**config.mk**
```make
export PLATFORM = sky130hd
export DESIGN_NAME = rom_loader_flat
export DESIGN_NICKNAME = d
export VERILOG_FILES = /design/src/arcade_pkg.sv /design/src/ioctl_if.sv /design/src/rom_wr_if.sv /design/src/rom_loader.sv /design/src/flat_wrapper.sv
export SDC_FILE = /design/constraint.sdc
export NUM_CORES = 1
export LEC_CHECK = 0
export BUFFER_PORTS_ARGS = -buffer_cell sky130_fd_sc_hd__buf_2
export CAP_MARGIN = 5
export CORE_ASPECT_RATIO = 0.6
export CORE_MARGIN = 2
export CORE_UTILIZATION = 41
export CTS_BUF_LIST = sky130_fd_sc_hd__clkbuf_4 sky130_fd_sc_hd__clkbuf_8 sky130_fd_sc_hd__clkbuf_16
export CTS_CLUSTER_DIAMETER = 30
export DETAILED_ROUTE_END_ITERATION = 8
export HOLD_SLACK_MARGIN = 0.15
export PLACE_DENSITY = 0.82
export SYNTH_ARGS = -nofsm -noshare
export SYNTH_HDL_FRONTEND = slang
export SYNTH_SLANG_ARGS = --single-unit
```
**constraint.sdc**
```tcl
create_clock -name clock_48 -period 5.29 [get_ports clock_48]
set_input_delay 1.058 -clock clock_48 [delete_from_list [all_inputs] [get_ports clock_48]]
set_output_delay 1.058 -clock clock_48 [all_outputs]
set_load 0.03 [all_outputs]
```
**src/arcade_pkg.sv**
```systemverilog
`default_nettype none

package arcade_pkg;

	// rom byte-address widths
	localparam int cpu_rom_aw = 15; // 32k main program
	localparam int snd_rom_aw = 13; // 8k sound program

	localparam logic [24:0] snd_base = 25'h10000; // sound region in the download map

	// download regions, region_none bytes are dropped
	typedef enum logic [1:0] {
		region_cpu,
		region_snd,
		region_none
	} rom_region_t;

	// ps/2 set 2 scan codes
	localparam logic [7:0] key_up     = 8'h75;
	localparam logic [7:0] key_down   = 8'h72;
	localparam logic [7:0] key_left   = 8'h6B;
	localparam logic [7:0] key_right  = 8'h74;
	localparam logic [7:0] key_coin   = 8'h76; // esc
	localparam logic [7:0] key_start1 = 8'h05; // f1
	localparam logic [7:0] key_start2 = 8'h06; // f2
	localparam logic [7:0] key_fire2  = 8'h11; // alt
	localparam logic [7:0] key_fire1  = 8'h29; // space

	// configuration register map
	localparam logic [1:0] reg_ctrl   = 2'd0;
	localparam logic [1:0] reg_video  = 2'd1;
	localparam logic [1:0] reg_status = 2'd2; // read only

endpackage

`default_nettype wire

```
**src/ioctl_if.sv**
```systemverilog
`timescale 1ns/1ps
`default_nettype none

// byte-wide rom download stream
interface ioctl_if;
	logic        download; // high for the whole transfer
	logic [7:0]  index;    // 0 is the game rom
	logic        wr;
	logic [24:0] addr;     // byte address
	logic [7:0]  dout;

	modport source (output download, index, wr, addr, dout);
	modport sink (input download, index, wr, addr, dout);
endinterface

`default_nettype wire

```
**src/rom_wr_if.sv**
```systemverilog
`timescale 1ns/1ps
`default_nettype none

// word writes from the loader into the rom banks
interface rom_wr_if;
	import arcade_pkg::*;

	logic        we; // one cycle pulse
	rom_region_t bank;
	logic [14:0] word_addr; // relative to the region base
	logic [1:0]  ds;        // byte enables, bit 1 is the upper byte
	logic [15:0] data;

	modport loader (output we, bank, word_addr, ds, data);
	modport banks (input we, bank, word_addr, ds, data);
endinterface

`default_nettype wire

```
**src/rom_loader.sv**
```systemverilog
`timescale 1ns/1ps
`default_nettype none

module rom_loader (
	input  wire       clock_48,
	input  wire       arst_n,
	ioctl_if.sink     ioctl,
	rom_wr_if.loader  wr_port,
	output logic      rom_loaded
);
	import arcade_pkg::*;

	localparam logic [24:0] cpu_top = 25'd1 << cpu_rom_aw;
	localparam logic [24:0] snd_top = snd_base + (25'd1 << snd_rom_aw);

	logic        wr_q;
	logic        download_q;
	logic        rom_index;
	logic        wr_rise;
	logic        accept;
	rom_region_t region;
	logic [24:0] rel_addr;

	assign rom_index = (ioctl.index == 8'd0); // other indices are not rom data
	assign wr_rise   = ioctl.download & ioctl.wr & ~wr_q & rom_index;
	assign accept    = wr_rise && (region != region_none);

	// address decode into region and offset
	always_comb begin
		region   = region_none;
		rel_addr = ioctl.addr;
		if (ioctl.addr < cpu_top) begin
			region = region_cpu;
		end else if (ioctl.addr >= snd_base && ioctl.addr < snd_top) begin
			region   = region_snd;
			rel_addr = ioctl.addr - snd_base;
		end
	end

	always_ff @(posedge clock_48 or negedge arst_n) begin
		if (!arst_n) begin
			wr_q       <= 1'b0;
			download_q <= 1'b0;
			wr_port.we <= 1'b0;
			rom_loaded <= 1'b0;
		end else begin
			wr_q       <= ioctl.wr;
			download_q <= ioctl.download;
			wr_port.we <= accept;
			if (download_q && !ioctl.download)
				rom_loaded <= 1'b1; // sticky until arst_n
		end
	end

	// write payload, held until the next accepted byte
	always_ff @(posedge clock_48) begin
		if (accept) begin
			wr_port.bank      <= region;
			wr_port.word_addr <= rel_addr[15:1];
			wr_port.ds        <= {ioctl.addr[0], ~ioctl.addr[0]}; // odd -> upper byte
			wr_port.data      <= {ioctl.dout, ioctl.dout};
		end
	end

endmodule

`default_nettype wire

```
**src/flat_wrapper.sv**
```systemverilog
// flat-port wrapper written by rule: the top's interface ports become plain ports
module rom_loader_flat import arcade_pkg::*;
  (clock_48, arst_n, rom_loaded, ioctl_download, ioctl_index, ioctl_wr, ioctl_addr, ioctl_dout, wr_port_we, wr_port_bank, wr_port_word_addr, wr_port_ds, wr_port_data);
  ioctl_if ioctl_i ();
  rom_wr_if wr_port_i ();
  input  wire clock_48;
  input  wire arst_n;
  output logic rom_loaded;
  input wire logic [$bits(ioctl_i.download)-1:0] ioctl_download;
  input wire logic [$bits(ioctl_i.index)-1:0] ioctl_index;
  input wire logic [$bits(ioctl_i.wr)-1:0] ioctl_wr;
  input wire logic [$bits(ioctl_i.addr)-1:0] ioctl_addr;
  input wire logic [$bits(ioctl_i.dout)-1:0] ioctl_dout;
  output wire logic [$bits(wr_port_i.we)-1:0] wr_port_we;
  output wire logic [$bits(wr_port_i.bank)-1:0] wr_port_bank;
  output wire logic [$bits(wr_port_i.word_addr)-1:0] wr_port_word_addr;
  output wire logic [$bits(wr_port_i.ds)-1:0] wr_port_ds;
  output wire logic [$bits(wr_port_i.data)-1:0] wr_port_data;
  assign ioctl_i.download = ioctl_download;
  assign ioctl_i.index = ioctl_index;
  assign ioctl_i.wr = ioctl_wr;
  assign ioctl_i.addr = ioctl_addr;
  assign ioctl_i.dout = ioctl_dout;
  assign wr_port_we = wr_port_i.we;
  assign wr_port_bank = wr_port_i.bank;
  assign wr_port_word_addr = wr_port_i.word_addr;
  assign wr_port_ds = wr_port_i.ds;
  assign wr_port_data = wr_port_i.data;
  rom_loader u_core (.clock_48(clock_48), .arst_n(arst_n), .ioctl(ioctl_i), .wr_port(wr_port_i), .rom_loaded(rom_loaded));
endmodule
```
After elaboration in Yosys (flattened, before gate mapping)
Cells that the tools add are included.
- memories: 0
- RAM bits: 0
- bits in latches: 0
- word-level logic and storage cells: 27
- output and inout port bits: 37
- bits of input ports: 45
- bits in registers: 39
- memory bits (read-only): 0
- $mul: 0
- divide/modulo/power cells: 0
- equality and inequality tests: 1
- multiplexer cells: 4
- bitwise gates (word level): 5
- add/sub/neg operators: 1
- reductions and logical operators: 5
- order comparisons: 3
- shift operators: 0
- operators by type and width (operator ; number):
    16-bit 2-to-1 mux ; 2
    25-bit by 17-bit greater-or-equal comparator with 1-bit output, second input constant ; 1
    25-bit by 16-bit less-than comparator with 1-bit output, second input constant ; 1
    25-bit by 17-bit less-than comparator with 1-bit output, second input constant ; 1
    16-bit by 1-bit subtractor with 16-bit output, second input constant ; 1
    8-bit zero test ; 1
    2-bit 2-to-1 mux ; 2
    1-bit bitwise AND ; 3
    1-bit logical AND ; 3
    2-bit != test, second input constant ; 1
    1-bit inverter ; 2
    1-bit zero test ; 1

Longest topological paths before layout
Gate-level depths: netlist (run 1).
- word-level depth: 6
- depth in mapped cells: 3
- mapped depth without buffers: 3

Worst setup path after synthesis (run 1)
Ideal clock, no wire load.
- path kind: input-to-reg
- start point: input port ioctl_addr[19]
- end point: register u_core.wr_port.bank[0], enable pin
- stages: 3
- buffers on the path: 0
- required time: 4878 ps
- path slack: 2213 ps
- setup time: 412 ps
- arrival time: 2665 ps
- cell sequence: nor4_2 -> nand4_1 -> nor2_1
- cells in the longest elaborated chain, start to end: 6
- elaborated cells on any way between the ends: 8
- those cells by class: order compare (3); eq/ne (1); mux (2); reduce/logical (2)
- RTL lines (element ; line ; source):
    start: declaration ; flat_wrapper.sv:12 ; input wire logic [$bits(ioctl_i.addr)-1:0] ioctl_addr;
    25-bit by 17-bit greater-or-equal comparator with 1-bit output / 25-bit by 17-bit less-than comparator with 1-bit output (equally long branches) ; rom_loader.sv:34 ; end else if (ioctl.addr >= snd_base && ioctl.addr < snd_top) begin
    1-bit logical AND ; rom_loader.sv:34 ;
    2-bit 2-to-1 mux ; rom_loader.sv:34 ;
    2-bit 2-to-1 mux * ; rom_loader.sv:32 ; if (ioctl.addr < cpu_top) begin
    via u_core.region[1] ; rom_loader.sv:21 ; rom_region_t region;
    2-bit != test * ; rom_loader.sv:26 ; assign accept = wr_rise && (region != region_none);
    1-bit logical AND * ; rom_loader.sv:26 ;
    via u_core.accept ; rom_loader.sv:20 ; logic accept;
    end signal: assignment ; rom_loader.sv:58 ; wr_port.bank <= region;
    end: declaration ; rom_wr_if.sv:14 ; modport loader (output we, bank, word_addr, ds, data);
The timed path passes the listed nets; every way through them passes the cells marked *.
A chain may end at the register's enable or synchronous reset.

Worst setup path after layout (run 1)
- start point: input port ioctl_addr[19]
- end point: register u_core.wr_port.data[11], enable pin
- cells in the longest elaborated chain, start to end: 6
- elaborated cells on any way between the ends: 8
- those cells by class: order compare (3); eq/ne (1); mux (2); reduce/logical (2)
- RTL lines (element ; line ; source):
    25-bit by 17-bit greater-or-equal comparator with 1-bit output / 25-bit by 17-bit less-than comparator with 1-bit output (equally long branches) ; rom_loader.sv:34 ;
    1-bit logical AND ; rom_loader.sv:34 ;
    2-bit 2-to-1 mux ; rom_loader.sv:34 ;
    2-bit 2-to-1 mux * ; rom_loader.sv:32 ;
    via u_core.region[1] ; rom_loader.sv:21 ;
    2-bit != test * ; rom_loader.sv:26 ;
    1-bit logical AND * ; rom_loader.sv:26 ;
    via u_core.accept ; rom_loader.sv:20 ;
    end signal: assignment ; rom_loader.sv:61 ; wr_port.data <= {ioctl.dout, ioctl.dout};
    end: declaration ; rom_wr_if.sv:14 ;
Marked as above.

==> flow_summary.toml, run 1 <==
[sta]
period_share_pct = 48.8
whs_ns = 0.450
setup_viol = 0
maxSlewHeadroom_pct = 54.8
hold_viol = 0
worst_pin_slew_ns = 0.677
rsz0062_at_grt = "false"
fin_crit_ns = 2.58
slew_viol_final = 0
finClkSkew_ns = 0.00518
fmax_mhz = 387
setup_tns_ns = 0

[drt]
firstDrtPassIters = 5
ant_nets = 0
drt_wl_total_mm = 2.09
routedWlPerCell_um = 12.4
drtIter0Drc = 13
vias_per_cell = 4.46
vias = 750
drc_errors = 0

[logic_synthesis]
synth_nets = 99
synth_top_flop_cell = "edfxtp_1"
synthAdderAreaFrac_pct = 0
yosys.area_share.simple_pct = 7.48
synth_compound_area_share_pct = 1.17
syn_avg_cell_area_um2 = 19.8
yosys-top-cells-area = "edfxtp_1, dfrtp_1, buf_4"
yosysWarnings = 0
muxShareOfSynthArea_pct = 0
synth_top_area_cell = "edfxtp_1"
synth-edff-count = 27
synthCells = 54
synth_cell_types = 15
synth_xor_area_share_pct = 0
yosysSeqAreaShare_pct = 85.0
synth_top_family_by_area = "simple AND/OR/NAND/NOR gates"
synth_top_area_share_pct = 75.7
netlist_area_um2 = 1070
synth_seq_cells = 31
async_reset_ff_share_pct = 12.9

[place]
port-buffer-count = 81
dp_hpwl_mm = 1.69
place_area_um2 = 1470
place_congestion = 0.707
dp.cells = 160

[cells_and_area]
num_antenna_cells = 0
fin_area_um2 = 1550
final_core_util_pct = 62.4
final_common_cell = "buf_2"
drive_gt1_share_pct = 67.6
layout_common_cells = "buf_2, edfxtp_1, clkbuf_8"
final_cells = 168
final_nets = 180
n_fill_cell = 208
syn_to_final_growth_pct = 44.9

[floorplan]
initial_core_util_pct = 43.1
die_w_um = 70.0
die-area_um2 = 3050
rows = 14
dieHeight_um = 43.6
fp.coreArea_um2 = 2490
io_pins = 82

[pwr]
ir_drop_uv = 170
power_leakage_nw = 0.694
p_per_area_nw_per_um2 = 297

[grt]
gr-usage-all-layers_pct = 14.2
grt_pass1_wl_mm = 3.10
antenna_found_initial = 0
first_global_vias = 723
grt_max_degree = 16
gr-total-overflow = 0

[clock_tree]
root_buffer = "clkbuf_8"
h-tree-depth = 2
cts_hold_buf = 0
cts_resized = 0
clk_path_buf_depth = 2
cts_tree = "yes"
clkTransAtPathRegs_ns = 0.06
worstSkewPairLatency_ns = 0.27
cts_buffers = 5
cts_setup_buffers = 0
cts.sinks = 31

[hold_path]
hold_class = "reg2reg"
hold_depth = 1

[critical_path]
required_ns = 5.26
endpoint_kind = "flop"
worst-setup-path-type = "in2reg"
arrival_ns = 2.55
path_max_fanout = 15
critPathLaunchType = "input port"
reg2reg_depth = 4

[job]
drv_cap = 0

[status]
outcome = "complete, no violations"
synthesized netlist by cell type (all sizes together) (2+ instances only):
cell type and instances:
dfrtp 4, edfxtp 27, buf 8, inv 2, nor3 2, nor2 2, nor4b 2
where the power goes:
| group | total (W) | internal (W) | switching (W) |
|---|---|---|---|
| registers | 0.000267 | 0.000266 | 0.000000246 |
| logic | 0.0000203 | 0.0000127 | 0.00000766 |
| clock network | 0.000173 | 0.0000952 | 0.0000779 |
state kept, by name, summed over array words and instances, names as in the netlist:
name                      flops
u_core.download_q             1
u_core.rom_loaded             1
u_core.wr_port.bank           2
u_core.wr_port.data           8
u_core.wr_port.ds             2
u_core.wr_port.we             1
u_core.wr_port.word_addr     15
u_core.wr_q                   1
per-stage QoR:
step           total power [W]  setup WS, ns
5_1_grt               0.000477          2.61
2_1_floorplan         0.000274          2.21
3_5_place_dp          0.000292          2.42
6_report              0.000460          2.71
3_3_place_gp          0.000291          2.53
4_1_cts               0.000468          2.72
cell type report:
class                      instances  area, um2  area share (%)
multi-input combinational         13       95.1            6.13
clock inverter                     2       8.76           0.565
timing repair buffer              82        413            26.6
tap                               32       40.0            2.58
clock buffer                       6       76.3            4.92
sequential                        31        911            58.7
inverter                           2       7.51           0.484
per-layer routing:
metal	part of all wire [%]	wire (um)	vias up	GRT usage [%]
li1	-	-	357	-
met1	38	791	336	15.2
met2	49	1020	55	23.2
met3	13	270	2	8.84
met4	0.57	12	0	5.77
met5	0	0	-	0
logic make-up after synthesis:
kind of cell,count (synthesis)
buffers and inverters,10
AOI/OAI and AO/OA,2
DFF,31
and+or+nand+nor,11
final timing paths:
check | start | endpoint | slack (ns)
worst max register to register | u_core.wr_q | u_core.wr_port.data[11] | 3.30
worst max-delay path | ioctl_addr[19] | u_core.wr_port.data[11] | 2.71
min in group asynchronous | arst_n | u_core.rom_loaded | 0.58
max in group asynchronous | arst_n | u_core.wr_port.we | 4.58
worst min-delay path | u_core.download_q | u_core.rom_loaded | 0.45
worst min register to register | u_core.download_q | u_core.rom_loaded | 0.45
worst max-delay path: stages:
cell and delay (ns):
buf_2 0.10, nor4_2 0.29, nand4_1 0.18, nor2_2 0.58, buf_4 0.34
(Power assumes the default switching activity.)
==> inputs of run 2 (changes only) <==
--- a/config.mk
+++ b/config.mk
@@ -9,12 +9,12 @@
 export CAP_MARGIN = 5
 export CORE_ASPECT_RATIO = 0.6
 export CORE_MARGIN = 2
-export CORE_UTILIZATION = 41
+export CORE_UTILIZATION = 35
 export CTS_BUF_LIST = sky130_fd_sc_hd__clkbuf_4 sky130_fd_sc_hd__clkbuf_8 sky130_fd_sc_hd__clkbuf_16
 export CTS_CLUSTER_DIAMETER = 30
 export DETAILED_ROUTE_END_ITERATION = 8
 export HOLD_SLACK_MARGIN = 0.15
-export PLACE_DENSITY = 0.82
+export PLACE_DENSITY = 0.75
 export SYNTH_ARGS = -nofsm -noshare
 export SYNTH_HDL_FRONTEND = slang
 export SYNTH_SLANG_ARGS = --single-unit
==> constraint.sdc (replaced) <==
create_clock -name clock_48 -period 2.3 [get_ports clock_48]
set_input_delay 0.46 -clock clock_48 [delete_from_list [all_inputs] [get_ports clock_48]]
set_output_delay 0.46 -clock clock_48 [all_outputs]
set_load 0.03 [all_outputs]
==> flow_summary.toml, run 2 (synthesis results as in run 1) <==
[status]
outcome = "complete, no violations"

[floorplan]
die-area_um2 = 3530
die_w_um = 75.4
io_pins = 82
initial_core_util_pct = 37.1
fp.coreArea_um2 = 2890
rows = 15
dieHeight_um = 46.9

[place]
place_area_um2 = 1490
port-buffer-count = 81
place_congestion = 0.790
dp_hpwl_mm = 1.81

[critical_path]
worst-setup-path-type = "in2reg"
critPathLaunchType = "input port"
arrival_ns = 1.42
endpoint_kind = "flop"
required_ns = 2.27
path_max_fanout = 15

[drt]
drc_errors = 0
routed-wl-met3_um = 304
ant_nets = 0
top_layer = "met4"
met1Wirelength_um = 868
wl_met2_mm = 1.06
vias = 772
drt_wl_total_mm = 2.27
vias_per_cell = 4.29
firstDrtPassIters = 2
drtIter0Drc = 60
routedWlPerCell_um = 12.6

[sta]
finClkSkew_ns = 0.00563
hold_viol = 0
slew_viol_final = 0
setup_viol = 0
setup_tns_ns = 0
worst_pin_slew_ns = 0.244
period_share_pct = 63.0
fin_crit_ns = 1.45
maxSlewHeadroom_pct = 83.5
rsz0062_at_grt = "false"
fmax_mhz = 690

[clock_tree]
worstSkewPairLatency_ns = 0.27
h-tree-depth = 2
cts_hold_buf = 1
cts_resized = 0
root_buffer = "clkbuf_8"
clk_path_buf_depth = 2
cts_setup_buffers = 0
cts.sinks = 31
cts_buffers = 5
cts_tree = "yes"
clkTransAtPathRegs_ns = 0.06

[cells_and_area]
syn_to_final_growth_pct = 48.0
layout_common_cells = "buf_2, edfxtp_1, clkbuf_8"
final_nets = 182
final_common_cell = "buf_2"
largest_reg_flops = 15
n_fill_cell = 266
top_register = "u_core.wr_port.word_addr"
num_antenna_cells = 0
reg.largest.list = "u_core.wr_port.word_addr: 15 flops, u_core.wr_port.data: 8 flops"
final_core_util_pct = 54.8
fin_area_um2 = 1590
drive_gt1_share_pct = 68.1

[pwr]
power_leakage_nw = 0.707
p_per_area_nw_per_um2 = 681
ir_drop_uv = 319

[grt]
grt_max_degree = 16
grt_pass1_wl_mm = 3.21
first_global_vias = 759
gr-total-overflow = 0
antenna_found_initial = 0
gr-usage-all-layers_pct = 13.6

[job]
drv_cap = 0

[hold_path]
hold_class = "in2reg"
run 2: power breakdown:
group | internal, W | total [W] | switching (W)
logic | 0.0000302 | 0.0000470 | 0.0000168
registers | 0.000613 | 0.000613 | 0.000000513
clock network | 0.000235 | 0.000419 | 0.000184
run 2: per-stage QoR:
stage / total power [W] / std cells / setup WS [ns] / hold slack, ns
after floorplan: 0.000630 / 54 / 0.254 / 0.164
after global placement: 0.000669 / 171 / 0.599 / 0.263
after detailed placement: 0.000672 / 171 / 0.546 / 0.271
after CTS: 0.00109 / 180 / 0.832 / 0.295
after global routing: 0.00112 / 180 / 0.719 / 0.298
final: 0.00108 / 180 / 0.852 / 0.307
run 2: final cells by class:
| type | count | area [um2] | share of cell area [%] |
|---|---|---|---|
| multi-input cells | 13 | 95.1 | 6.00 |
| flip-flops and latches | 31 | 911 | 57.5 |
| clock buffers | 7 | 83.8 | 5.29 |
| repair buffers | 84 | 430 | 27.2 |
| clock inverters | 1 | 5.00 | 0.316 |
| inverters | 2 | 7.51 | 0.474 |
| well taps | 42 | 52.6 | 3.31 |
run 2: worst max-delay path, cell delays in order:
cell and delay (ns):
buf_2 0.10, nor4_2 0.29, nand4_1 0.17, nor2_2 0.15, buf_4 0.24
run 2: final timing paths:
check | start | to | slack (ns) | cells past startpoint
min reg2reg | u_core.download_q | u_core.rom_loaded | 0.47 | 1
max in group asynchronous | arst_n | u_core.download_q | 1.65 | 2
max reg2reg | u_core.wr_q | u_core.wr_port.word_addr[8] | 0.86 | 4
max | ioctl_addr[19] | u_core.wr_port.word_addr[8] | 0.85 | 5
min | ioctl_wr | u_core.wr_q | 0.31 | 1
min in group asynchronous | arst_n | u_core.rom_loaded | 0.53 | 2
run 2: per-layer routing:
metal / vias to the layer above / GRT usage [%]
met3: 5 / 7.08
met1: 350 / 13.2
li1: 361 / -
met2: 56 / 23.5
met5: - / 0
met4: 0 / 8.42
==> inputs of run 3 (changes only) <==
--- a/config.mk
+++ b/config.mk
@@ -5,16 +5,17 @@
 export SDC_FILE = /design/constraint.sdc
 export NUM_CORES = 1
 export LEC_CHECK = 0
+export ABC_AREA = 1
 export BUFFER_PORTS_ARGS = -buffer_cell sky130_fd_sc_hd__buf_2
 export CAP_MARGIN = 5
 export CORE_ASPECT_RATIO = 0.6
 export CORE_MARGIN = 2
-export CORE_UTILIZATION = 35
+export CORE_UTILIZATION = 39
 export CTS_BUF_LIST = sky130_fd_sc_hd__clkbuf_4 sky130_fd_sc_hd__clkbuf_8 sky130_fd_sc_hd__clkbuf_16
 export CTS_CLUSTER_DIAMETER = 30
 export DETAILED_ROUTE_END_ITERATION = 8
 export HOLD_SLACK_MARGIN = 0.15
-export PLACE_DENSITY = 0.75
+export PLACE_DENSITY = 0.78
 export SYNTH_ARGS = -nofsm -noshare
 export SYNTH_HDL_FRONTEND = slang
 export SYNTH_SLANG_ARGS = --single-unit
==> constraint.sdc (replaced) <==
create_clock -name clock_48 -period 1.4 [get_ports clock_48]
set_input_delay 0.28 -clock clock_48 [delete_from_list [all_inputs] [get_ports clock_48]]
set_output_delay 0.28 -clock clock_48 [all_outputs]
set_load 0.03 [all_outputs]
==> flow_summary.toml, run 3 <==
[floorplan]
die_w_um = 73.3
rows = 15
fp.coreArea_um2 = 2800
die-area_um2 = 3340
dieHeight_um = 45.6
io_pins = 82
initial_core_util_pct = 40.1

[logic_synthesis]
synth_top_flop_cell = "edfxtp_1"
synth-edff-count = 27
synth_nets = 120
yosysSeqAreaShare_pct = 81.2
yosys-top-cells-area = "edfxtp_1, dfrtp_1, buf_4"
yosysMostFrequentCell = "edfxtp_1"
async_reset_ff_share_pct = 12.9
netlist_area_um2 = 1120
syn_avg_cell_area_um2 = 15.0
yosysWarnings = 0
synth_top_area_cell = "edfxtp_1"
synthCells = 75
synth_cell_types = 12
synth_seq_cells = 31
synth.top_cells.by_count = "edfxtp_1, inv_1, nand2_1, nor2_1, buf_4"
synth_top_area_share_pct = 72.2

[pwr]
p_clk_share_pct = 38.1
switchingPower_w = 0.000328
internal_power_w = 0.00145
switching_share_pct = 18.4
power_leakage_nw = 0.795
p_per_area_nw_per_um2 = 1060
seqPwrFrac_pct = 56.7
ir_drop_uv = 572
pwr-share-comb_pct = 5.3

[critical_path]
arrival_ns = 1.30
critPathLaunchType = "flop"
r2r_setup_slack_ns = 0.09
reg2reg_from = "u_core.wr_q"
rr_endpoint = "u_core.wr_port.data[7]"
endpoint_kind = "flop"
path_max_fanout = 16
reg2reg_depth = 6
worst-setup-path-type = "reg2reg"
required_ns = 1.39

[cells_and_area]
top_register = "u_core.wr_port.word_addr"
final_nets = 205
num_antenna_cells = 0
drive_gt1_share_pct = 59.6
final_cells = 195
largest_reg_flops = 15
final_common_cell = "buf_2"
final_core_util_pct = 60.2
layout_common_cells = "buf_2, edfxtp_1, inv_1"
syn_to_final_growth_pct = 50.1
n_fill_cell = 232
reg.largest.list = "u_core.wr_port.word_addr: 15 flops, u_core.wr_port.data: 8 flops"

[sta]
rsz0062_at_grt = "false"
period_share_pct = 93.7
maxSlewHeadroom_pct = 88.4
fin_crit_ns = 1.31
setup_viol = 0
fmax_mhz = 763
finClkSkew_ns = 0.00210
whs_ns = 0.178
slew_viol_final = 0
worst_pin_slew_ns = 0.173
setup_tns_ns = 0
hold_viol = 0

[place]
dp_hpwl_mm = 1.83
port-buffer-count = 81
dp.cells = 184
place_congestion = 0.721

[grt]
gr-total-overflow = 0
antenna_found_initial = 0
grt_pass1_wl_mm = 3.33
first_global_vias = 793
gr-usage-all-layers_pct = 14.7
grt_max_degree = 17

[drt]
drt_wl_total_mm = 2.28
firstDrtPassIters = 3
ant_nets = 0
vias = 838
drtIter0Drc = 32
vias_per_cell = 4.30
routedWlPerCell_um = 11.7
drc_errors = 0

[hold_path]
worstHoldStart = "ioctl_addr[9]"
holdPathEnd = "u_core.wr_port.word_addr[8]"
hold_class = "in2reg"
hold_depth = 1

[clock_tree]
clkTransAtPathRegs_ns = 0.06
cts_tree = "yes"
worstSkewPairLatency_ns = 0.27
cts_buffers = 5
cts_setup_buffers = 0
cts.sinks = 31
cts_resized = 0
root_buffer = "clkbuf_8"
h-tree-depth = 2
cts_hold_buf = 3
clk_path_buf_depth = 2

[job]
drv_cap = 0

[status]
outcome = "complete, no violations"
## run 3: cell types whose count changed after synthesis, moves of 2 or more
cell and change:
nand2_1 +9, nor2_1 +7, nor4b_1 -2, inv_1 +9
nor2_2 +2
## run 3: cells by family after synthesis
kind of cell	after synthesis	share of synthesized area [%]
buf+inv	19	9.03
compound gates	1	0.669
flops	31	81.2
simple gates	24	9.14
## run 3: power by group through the flow
| stage | sequential (W) | clock [W] | combinational (W) |
|---|---|---|---|
| final | 0.00101 | 0.000677 | 0.0000935 |
| after floorplan | 0.00103 | 0 | 0.0000186 |
| after detailed placement | 0.00103 | 0 | 0.0000877 |
| after global placement | 0.00103 | 0 | 0.0000827 |
| after global routing | 0.00101 | 0.000736 | 0.000106 |
| after CTS | 0.00101 | 0.000698 | 0.0000945 |
## run 3: metrics by stage
step / total power (W) / worst slack, ns / instance area [um2]
after floorplan: 0.00105 / -0.0546 / 1140
after global placement: 0.00111 / 0.0257 / 1570
after detailed placement: 0.00111 / 0.00322 / 1570
after CTS: 0.00180 / 0.0690 / 1680
after global routing: 0.00185 / 0.0404 / 1680
final: 0.00178 / 0.0888 / 1680
## run 3: worst max-delay path by stage
stage | from | to | slack [ns] | cells after the start
6_report | u_core.wr_q | u_core.wr_port.data[7] | 0.09 | 6
5_1_grt | u_core.wr_q | u_core.wr_port.data[7] | 0.04 | 6
4_1_cts | u_core.wr_q | u_core.wr_port.word_addr[11] | 0.07 | 6
3_5_place_dp | ioctl_addr[19] | u_core.wr_port.word_addr[11] | 0.003 | 7
3_3_place_gp | ioctl_addr[19] | u_core.wr_port.word_addr[3] | 0.03 | 7
2_1_floorplan | ioctl_addr[16] | u_core.wr_port.bank[0] | -0.05 | 4
## run 3: worst max-delay path, cell delays in order, from the launching register on
cell     delay (ns)
dfrtp_1        0.36
inv_1          0.05
nand2_1        0.05
nor2_1         0.10
nand3_1        0.13
nor2_4         0.16
buf_12         0.17
## run 3: cell type report
cell class                      instances  area (um2)  area share [%]
Multi-Input combinational cell         25         125            7.43
Tap cell                               34        42.5            2.53
Clock buffer                            7        83.8            4.98
Timing Repair Buffer                   86         475            28.2
Clock inverter                          1        5.00           0.297
Sequential cell                        31         911            54.1
Inverter                               11        41.3            2.45
## run 3: routing by layer
metal | global-route usage, % | vias up | routed length [um] | share of wire (%)
met5 | 0 | - | 0 | 0
met4 | 9.63 | 0 | 34 | 1.5
met3 | 8.63 | 5 | 336 | 15
met2 | 23.2 | 61 | 1040 | 46
met1 | 15.0 | 366 | 865 | 38
li1 | - | 406 | - | -
